**src/axil_pause_pkg.sv**
```systemverilog
package axil_pause_pkg;

    // AXI-Lite field widths used on both ports.
    typedef logic [31:0] addr_t;
    typedef logic [31:0] data_t;
    typedef logic [3:0]  strb_t;
    typedef logic [2:0]  prot_t;
    typedef logic [1:0]  resp_t;

    // Write address channel payload.
    typedef struct packed {
        addr_t addr;
        prot_t prot;
    } axil_aw_t;

    // Write data channel payload.
    typedef struct packed {
        data_t data;
        strb_t strb;
    } axil_w_t;

    // Read address channel payload.
    typedef struct packed {
        addr_t addr;
        prot_t prot;
    } axil_ar_t;

    // Read data channel payload. The B channel carries a bare resp_t.
    typedef struct packed {
        data_t data;
        resp_t resp;
    } axil_r_t;

    // Pause controller states.
    typedef enum logic [1:0] {
        PAUSE_RUN   = 2'd0, // Traffic flows, no hold.
        PAUSE_DRAIN = 2'd1, // New beats held, waiting for open transactions to finish.
        PAUSE_HELD  = 2'd2  // Link idle and blocked, acknowledge given.
    } pause_state_e;

endpackage

```
**src/axil_write_gate.sv**
```systemverilog
`timescale 1ns/10ps

module axil_write_gate #(
    parameter int MAX_TRANS = 7
) (
    input  logic                    seq,
    input  logic                    rst_n,
    input  logic                    hold,
    output logic                    drained,

    input  axil_pause_pkg::axil_aw_t up_aw,
    input  logic                    up_aw_valid,
    output logic                    up_aw_ready,
    input  axil_pause_pkg::axil_w_t  up_w,
    input  logic                    up_w_valid,
    output logic                    up_w_ready,
    output axil_pause_pkg::resp_t    up_b,
    output logic                    up_b_valid,
    input  logic                    up_b_ready,

    output axil_pause_pkg::axil_aw_t dn_aw,
    output logic                    dn_aw_valid,
    input  logic                    dn_aw_ready,
    output axil_pause_pkg::axil_w_t  dn_w,
    output logic                    dn_w_valid,
    input  logic                    dn_w_ready,
    input  axil_pause_pkg::resp_t    dn_b,
    input  logic                    dn_b_valid,
    output logic                    dn_b_ready
);

    localparam int CNT_W = $clog2(MAX_TRANS + 1);

    typedef logic [CNT_W-1:0] cnt_t;

    cnt_t aw_ahead;  // AW beats still waiting for their W.
    cnt_t w_ahead;   // W beats still waiting for their AW.
    cnt_t open_cnt;  // Writes started but not yet answered upstream.
    cnt_t aw_ahead_n;
    cnt_t w_ahead_n;
    cnt_t open_n;

    logic full;
    logic aw_pass;
    logic w_pass;
    logic aw_fire;
    logic w_fire;
    logic b_fire;
    logic wr_start;

    assign full = (open_cnt == cnt_t'(MAX_TRANS));

    // A beat that completes a half-accepted write is always let through.
    assign aw_pass = (w_ahead != '0) || !(full || hold);
    assign w_pass  = (aw_ahead != '0) || !(full || hold);

    assign dn_aw       = up_aw;
    assign dn_aw_valid = up_aw_valid & aw_pass;
    assign up_aw_ready = dn_aw_ready & aw_pass;

    assign dn_w        = up_w;
    assign dn_w_valid  = up_w_valid & w_pass;
    assign up_w_ready  = dn_w_ready & w_pass;

    assign up_b        = dn_b;     // Responses are never masked.
    assign up_b_valid  = dn_b_valid;
    assign dn_b_ready  = up_b_ready;

    assign aw_fire = up_aw_valid & up_aw_ready;
    assign w_fire  = up_w_valid & up_w_ready;
    assign b_fire  = up_b_valid & up_b_ready;

    // A new write opens whenever a beat does not pair with one already waiting.
    assign wr_start = (aw_fire && w_fire)
                   || (aw_fire && !w_fire && (w_ahead == '0))
                   || (w_fire && !aw_fire && (aw_ahead == '0));

    always_comb begin
        aw_ahead_n = aw_ahead;
        w_ahead_n  = w_ahead;
        if (aw_fire && !w_fire) begin
            if (w_ahead != '0) begin
                w_ahead_n = w_ahead - 1'b1;
            end else begin
                aw_ahead_n = aw_ahead + 1'b1;
            end
        end else if (w_fire && !aw_fire) begin
            if (aw_ahead != '0) begin
                aw_ahead_n = aw_ahead - 1'b1;
            end else begin
                w_ahead_n = w_ahead + 1'b1;
            end
        end
        case ({wr_start, b_fire})
            2'b10:   open_n = open_cnt + 1'b1;
            2'b01:   open_n = open_cnt - 1'b1;
            default: open_n = open_cnt;
        endcase
    end

    always_ff @(posedge seq or negedge rst_n) begin
        if (!rst_n) begin
            aw_ahead <= '0;
            w_ahead  <= '0;
            open_cnt <= '0;
        end else begin
            aw_ahead <= aw_ahead_n;
            w_ahead  <= w_ahead_n;
            open_cnt <= open_n;
        end
    end

    assign drained = (aw_ahead == '0) && (w_ahead == '0) && (open_cnt == '0);

endmodule

```
**src/axil_read_gate.sv**
```systemverilog
`timescale 1ns/10ps

module axil_read_gate #(
    parameter int MAX_TRANS = 7
) (
    input  logic                    seq,
    input  logic                    rst_n,
    input  logic                    hold,
    output logic                    drained,

    input  axil_pause_pkg::axil_ar_t up_ar,
    input  logic                    up_ar_valid,
    output logic                    up_ar_ready,
    output axil_pause_pkg::axil_r_t  up_r,
    output logic                    up_r_valid,
    input  logic                    up_r_ready,

    output axil_pause_pkg::axil_ar_t dn_ar,
    output logic                    dn_ar_valid,
    input  logic                    dn_ar_ready,
    input  axil_pause_pkg::axil_r_t  dn_r,
    input  logic                    dn_r_valid,
    output logic                    dn_r_ready
);

    localparam int CNT_W = $clog2(MAX_TRANS + 1);

    typedef logic [CNT_W-1:0] cnt_t;

    cnt_t open_cnt;  // Reads accepted whose data has not gone upstream yet.
    cnt_t open_n;

    logic ar_pass;
    logic ar_fire;
    logic r_fire;

    // Reads have a single address beat, so nothing can be left half done.
    assign ar_pass = !hold && (open_cnt != cnt_t'(MAX_TRANS));

    assign dn_ar       = up_ar;
    assign dn_ar_valid = up_ar_valid & ar_pass;
    assign up_ar_ready = dn_ar_ready & ar_pass;

    assign up_r        = dn_r;
    assign up_r_valid  = dn_r_valid;
    assign dn_r_ready  = up_r_ready;

    assign ar_fire = up_ar_valid & up_ar_ready;
    assign r_fire  = up_r_valid & up_r_ready;

    always_comb begin
        case ({ar_fire, r_fire})
            2'b10:   open_n = open_cnt + 1'b1;
            2'b01:   open_n = open_cnt - 1'b1;
            default: open_n = open_cnt; // Both or neither leave the count alone.
        endcase
    end

    always_ff @(posedge seq or negedge rst_n) begin
        if (!rst_n) begin
            open_cnt <= '0;
        end else begin
            open_cnt <= open_n;
        end
    end

    assign drained = (open_cnt == '0);

endmodule

```
**src/pause_ctrl.sv**
```systemverilog
`timescale 1ns/10ps

module pause_ctrl (
    input  logic seq,
    input  logic rst_n,
    input  logic pause_req,
    input  logic wr_drained,
    input  logic rd_drained,
    output logic hold,
    output logic pause_ack
);

    axil_pause_pkg::pause_state_e state;
    axil_pause_pkg::pause_state_e state_n;

    logic all_drained;

    assign all_drained = wr_drained & rd_drained;

    always_comb begin
        state_n = state;
        case (state)
            axil_pause_pkg::PAUSE_RUN: begin
                if (pause_req) begin
                    state_n = axil_pause_pkg::PAUSE_DRAIN;
                end
            end
            axil_pause_pkg::PAUSE_DRAIN: begin
                // Only the gates decide when the drain is over.
                if (all_drained) begin
                    state_n = axil_pause_pkg::PAUSE_HELD;
                end
            end
            axil_pause_pkg::PAUSE_HELD: begin
                if (!pause_req) begin
                    state_n = axil_pause_pkg::PAUSE_RUN;
                end
            end
            default: begin
                state_n = axil_pause_pkg::PAUSE_RUN;
            end
        endcase
    end

    // Outputs are flops loaded from the next state, so they change with it.
    always_ff @(posedge seq or negedge rst_n) begin
        if (!rst_n) begin
            state     <= axil_pause_pkg::PAUSE_RUN;
            hold      <= 1'b0;
            pause_ack <= 1'b0;
        end else begin
            state     <= state_n;
            hold      <= (state_n != axil_pause_pkg::PAUSE_RUN);
            pause_ack <= (state_n == axil_pause_pkg::PAUSE_HELD);
        end
    end

endmodule

```
**src/axil_pause.sv**
```systemverilog
`timescale 1ns/10ps

module axil_pause #(
    parameter int MAX_TRANS = 7 // Outstanding limit per direction.
) (
    input  logic                    seq,
    input  logic                    rst_n,
    input  logic                    pause_req,
    output logic                    pause_ack,

    input  axil_pause_pkg::axil_aw_t up_aw,
    input  logic                    up_aw_valid,
    output logic                    up_aw_ready,
    input  axil_pause_pkg::axil_w_t  up_w,
    input  logic                    up_w_valid,
    output logic                    up_w_ready,
    output axil_pause_pkg::resp_t    up_b,
    output logic                    up_b_valid,
    input  logic                    up_b_ready,
    input  axil_pause_pkg::axil_ar_t up_ar,
    input  logic                    up_ar_valid,
    output logic                    up_ar_ready,
    output axil_pause_pkg::axil_r_t  up_r,
    output logic                    up_r_valid,
    input  logic                    up_r_ready,

    output axil_pause_pkg::axil_aw_t dn_aw,
    output logic                    dn_aw_valid,
    input  logic                    dn_aw_ready,
    output axil_pause_pkg::axil_w_t  dn_w,
    output logic                    dn_w_valid,
    input  logic                    dn_w_ready,
    input  axil_pause_pkg::resp_t    dn_b,
    input  logic                    dn_b_valid,
    output logic                    dn_b_ready,
    output axil_pause_pkg::axil_ar_t dn_ar,
    output logic                    dn_ar_valid,
    input  logic                    dn_ar_ready,
    input  axil_pause_pkg::axil_r_t  dn_r,
    input  logic                    dn_r_valid,
    output logic                    dn_r_ready
);

    logic hold;
    logic wr_drained;
    logic rd_drained;

    axil_write_gate #(
        .MAX_TRANS (MAX_TRANS)
    ) u_write_gate (
        .seq         (seq),
        .rst_n       (rst_n),
        .hold        (hold),
        .drained     (wr_drained),
        .up_aw       (up_aw),
        .up_aw_valid (up_aw_valid),
        .up_aw_ready (up_aw_ready),
        .up_w        (up_w),
        .up_w_valid  (up_w_valid),
        .up_w_ready  (up_w_ready),
        .up_b        (up_b),
        .up_b_valid  (up_b_valid),
        .up_b_ready  (up_b_ready),
        .dn_aw       (dn_aw),
        .dn_aw_valid (dn_aw_valid),
        .dn_aw_ready (dn_aw_ready),
        .dn_w        (dn_w),
        .dn_w_valid  (dn_w_valid),
        .dn_w_ready  (dn_w_ready),
        .dn_b        (dn_b),
        .dn_b_valid  (dn_b_valid),
        .dn_b_ready  (dn_b_ready)
    );

    axil_read_gate #(
        .MAX_TRANS (MAX_TRANS)
    ) u_read_gate (
        .seq         (seq),
        .rst_n       (rst_n),
        .hold        (hold),
        .drained     (rd_drained),
        .up_ar       (up_ar),
        .up_ar_valid (up_ar_valid),
        .up_ar_ready (up_ar_ready),
        .up_r        (up_r),
        .up_r_valid  (up_r_valid),
        .up_r_ready  (up_r_ready),
        .dn_ar       (dn_ar),
        .dn_ar_valid (dn_ar_valid),
        .dn_ar_ready (dn_ar_ready),
        .dn_r        (dn_r),
        .dn_r_valid  (dn_r_valid),
        .dn_r_ready  (dn_r_ready)
    );

    // One hold line serves both gates, so reads and writes pause together.
    pause_ctrl u_pause_ctrl (
        .seq        (seq),
        .rst_n      (rst_n),
        .pause_req  (pause_req),
        .wr_drained (wr_drained),
        .rd_drained (rd_drained),
        .hold       (hold),
        .pause_ack  (pause_ack)
    );

endmodule

```
**config.mk**
```make
export PLATFORM = sky130hd
export DESIGN_NAME = axil_pause
export DESIGN_NICKNAME = d
export VERILOG_FILES = /design/src/axil_pause_pkg.sv /design/src/axil_write_gate.sv /design/src/axil_read_gate.sv /design/src/pause_ctrl.sv /design/src/axil_pause.sv
export SDC_FILE = /design/constraint.sdc
export NUM_CORES = 1
export LEC_CHECK = 0
export BUFFER_PORTS_ARGS = -buffer_cell sky130_fd_sc_hd__buf_2
export CAP_MARGIN = 15
export CORE_AREA = 2 2 119 121
export DETAILED_ROUTE_END_ITERATION = 12
export DIE_AREA = 0 0 121 123
export GPL_ROUTABILITY_DRIVEN = 0
export PLACE_DENSITY_LB_ADDON = 0.1
export SETUP_SLACK_MARGIN = 0.15
export SLEW_MARGIN = 20
export SYNTH_ARGS = -nofsm -noshare
export SYNTH_HDL_FRONTEND = slang
export SYNTH_SLANG_ARGS = --single-unit
```
**constraint.sdc**
```tcl
create_clock -name seq -period 3.2 [get_ports seq]
set_input_delay 0.64 -clock seq [delete_from_list [all_inputs] [get_ports seq]]
set_output_delay 0.64 -clock seq [all_outputs]
set_load 0.01 [all_outputs]
```
==> run_results.csv <==
group,metric,value,unit
timing,drv_slew,0,
finish,area_growth,-30.1,%
drt,final_antenna_net_count,0,
logic_synthesis,ys_seq_elements,16,
worst_hold_path,hold_class,"primary input to async pin",
pwr,power_density,753,nW/um^2
finish,regArea,400,sq um
logic_synthesis,ys_types,36,
finish,finalInstanceArea,1510,sq um
logic_synthesis,ys_warn_count,0,
drt,post-route-drc-count,0,
critical_path,cp_slowest_cell,"fa_1",
floorplan,die_w,121,um
logic_synthesis,synthDominantCellAreaShare,0.509,
drt,drt-pass1-iter-count,3,
floorplan,die_y,123,um
run_status,status,"complete, no violations",
finish,multi_input_comb_area,612,sq um
drt,via_per_inst,3.14,
drt,drtIter0Drc,33,
floorplan,dieArea,14900,sq um
critical_path,critPathKind,"flip-flop to flip-flop",
pwr,power.total,1.13,mW
finish,finalNetCount,298,
pwr,max-vdd-ir-drop,0.155,mV
clocking,cts.sinks,16,
pwr,cellLeakagePower,0.639,nW
finish,drive_gt1_frac,0.271,
drt,wl,4.08,mm
placed_design,placed_area,1410,sq um
critical_path,cp_data_arrival_time,2960,ps
placed_design,hpwl,3.27,mm
logic_synthesis,syn_inst,251,
global_routing,grt_start_max_net_pins,17,
timing,max_freq,359,MHz
clocking,cts_hold_buf,0,
clocking,clockBufferDepth,2,
critical_path,path_cells,"a31o_2, nand2_1, and3_1, ha_1, buf_4, clkinv_1, fa_1, or3_1, o22ai_2, xor2_1",
timing,rsz0062_at_grt,"no",
timing,skew,1.31,ps
floorplan,pin_count,308,
logic_synthesis,syn-num-nets,415,
critical_path,startpoint_type,"flip-flop",
logic_synthesis,synth_top_area_cell,"buf_4",
timing,hold_viol,0,
timing,layout_min_cycle_time,2790,ps
global_routing,grt_pass1_wl,6.02,mm
timing,period_share,0.871,
critical_path,cpPeakStageDelay,500,ps
critical_path,rr_startpoint,"u_write_gate.open_cnt[2]",
clocking,cts_tree,"done",
logic_synthesis,syn_area_per_cell,8.58,sq um
placed_design,io_buffers,23,
timing,worst_pin_slew,407,ps
floorplan,coreArea,13600,sq um
global_routing,grt_pass1_vias,1080,
logic_synthesis,synth_area,2150,sq um
global_routing,track_usage,0.0545,
timing,setup_tns,0,ps
clocking,clkTransAtPathRegs,50,ps
timing,setup_violations,0,
drt,wl_per_cell,13.0,um
critical_path,endpoint_kind,"flip-flop",
finish,fill_cells,1537,
drt,vias,984,
timing,relSlewSlack,0.729,
critical_path,worst-path-max-fanout,8,
logic_synthesis,synth_area_leaders,"buf_4 (51%), dfrtp_1 (19%), fa_1 (3.7%)",
floorplan,initial_utilization,0.158,
run,maxCapViolCount,0,
logic_synthesis,seq_area_frac_synth,0.186,
clocking,cts_buffers,3,
critical_path,critPathRequiredTime,3370,ps
clocking,insertion_delay,250,ps
critical_path,crit_start,"u_write_gate.open_cnt[2]",
finish,antenna_cells,0,
clocking,htree_levels,1,
global_routing,grt_antenna_before_repair,0,
floorplan,rows,43,
clocking,cts_root_buffer,"clkbuf_16",
global_routing,overflow,0,
==> sequential cells by signal (all words and copies together) (netlist names) <==
register                count
u_write_gate.open_cnt       3
u_read_gate.open_cnt        3
u_pause_ctrl.state          2
u_write_gate.aw_ahead       3
u_pause_ctrl.hold           1
u_write_gate.w_ahead        3
u_pause_ctrl.pause_ack      1
==> worst max-delay path, delay by kind of cell (launching register included) <==
family / cells / cell delay [ps]
adder cells (fa/ha/maj): 2 / 700
buffers and inverters: 2 / 400
flip-flops: 1 / 400
AND/OR/NAND/NOR: 3 / 620
AO/OA/AOI/OAI: 2 / 420
XOR/XNOR: 1 / 160
==> repair_timing <==
item | in CTS | in global routing
gates resized for setup | 0 | 2
buffers inserted | 0 | 0
endpoints found under the setup margin | 0 | 2
hold endpoints to repair | 0 | 0
==> report_power, final <==
part,internal (mW),switching [mW],total [mW]
sequential,0.285,0.0936,0.378
combinational,0.222,0.253,0.475
clock,0.190,0.0891,0.279
total,0.697,0.436,1.13
==> cells in the mapped netlist <==
master / n
a21oi_1: 2
a221oi_1: 1
a31o_2: 1
a31oi_1: 1
a32oi_2: 1
and2_1: 8
and3_1: 2
buf_4: 146
buf_6: 1
clkbuf_1: 1
clkinv_1: 1
dfrtp_1: 16
fa_1: 4
ha_1: 5
inv_1: 10
mux2i_1: 5
nand2_1: 7
nand2b_1: 1
nand3_1: 4
nand3b_1: 1
nand4_1: 1
nor2_1: 5
nor2b_1: 3
nor3_1: 2
nor3_4: 1
nor4_1: 1
o211a_1: 1
o211ai_1: 2
o21a_1: 1
o21ai_0: 2
o22ai_1: 2
o22ai_2: 1
o2bb2ai_1: 1
or3_1: 2
xnor2_1: 3
xor2_1: 5
==> per-layer routing <==
layer  track usage  share of wire  up-vias  wire [um]
met4        0.0589          0.089        0        362
met1        0.0452           0.31      439       1280
met2        0.0836           0.45       79       1840
met3        0.0360           0.15       52        595
li1              -              -      414          -
met5             0              0        -          0
==> logic make-up after synthesis <==
group,count (synthesis),synth area share
AO/OA/AOI/OAI,16,0.0587
flip-flops,16,0.186
buffers and inverters,159,0.535
AND/OR/NAND/NOR,38,0.0982
multiplexers,5,0.0232
XOR/XNOR,8,0.0325
adder cells (fa/ha/maj),9,0.0662
==> layout make-up <==
class | count | share of cell area
clock buffers | 4 | 0.0590
inverters | 11 | 0.0274
well taps | 180 | 0.150
multi-input cells | 76 | 0.406
flip-flops and latches | 16 | 0.266
repair buffers | 26 | 0.0914
==> layout by cell type (no fill, tap or decap), types with 3 or more instances in the layout <==
cell,count
nor2b_1,3
nand3_1,4
dfrtp_1,16
xnor2_1,3
nor2_1,5
clkbuf_16,3
inv_1,10
mux2i_1,5
xor2_1,5
buf_2,23
nand2_1,7
ha_1,5
buf_4,3
and2_1,8
fa_1,4
==> path summary, 6_finish.rpt <==
check                                           to  slack (ps)  cells past startpoint
max reg2reg                u_write_gate.w_ahead[2]         410                     10
max in group asynchronous  u_write_gate.w_ahead[2]        2600                      1
max                        u_write_gate.w_ahead[2]         410                     10
min in group seq           u_read_gate.open_cnt[2]         490                      1
min reg2reg                u_read_gate.open_cnt[2]         490                      1
min                         u_pause_ctrl.pause_ack         310                      1
==> per-stage QoR <==
stage	cells	util	hold slack, ps	setup slack (ps)
global route	313	0.111	349	164
finish	313	0.111	315	414
detailed placement	309	0.103	488	322
floorplan	251	-	344	437
global placement	309	0.103	483	330
CTS	313	0.110	331	302
(Power assumes the default switching activity.)
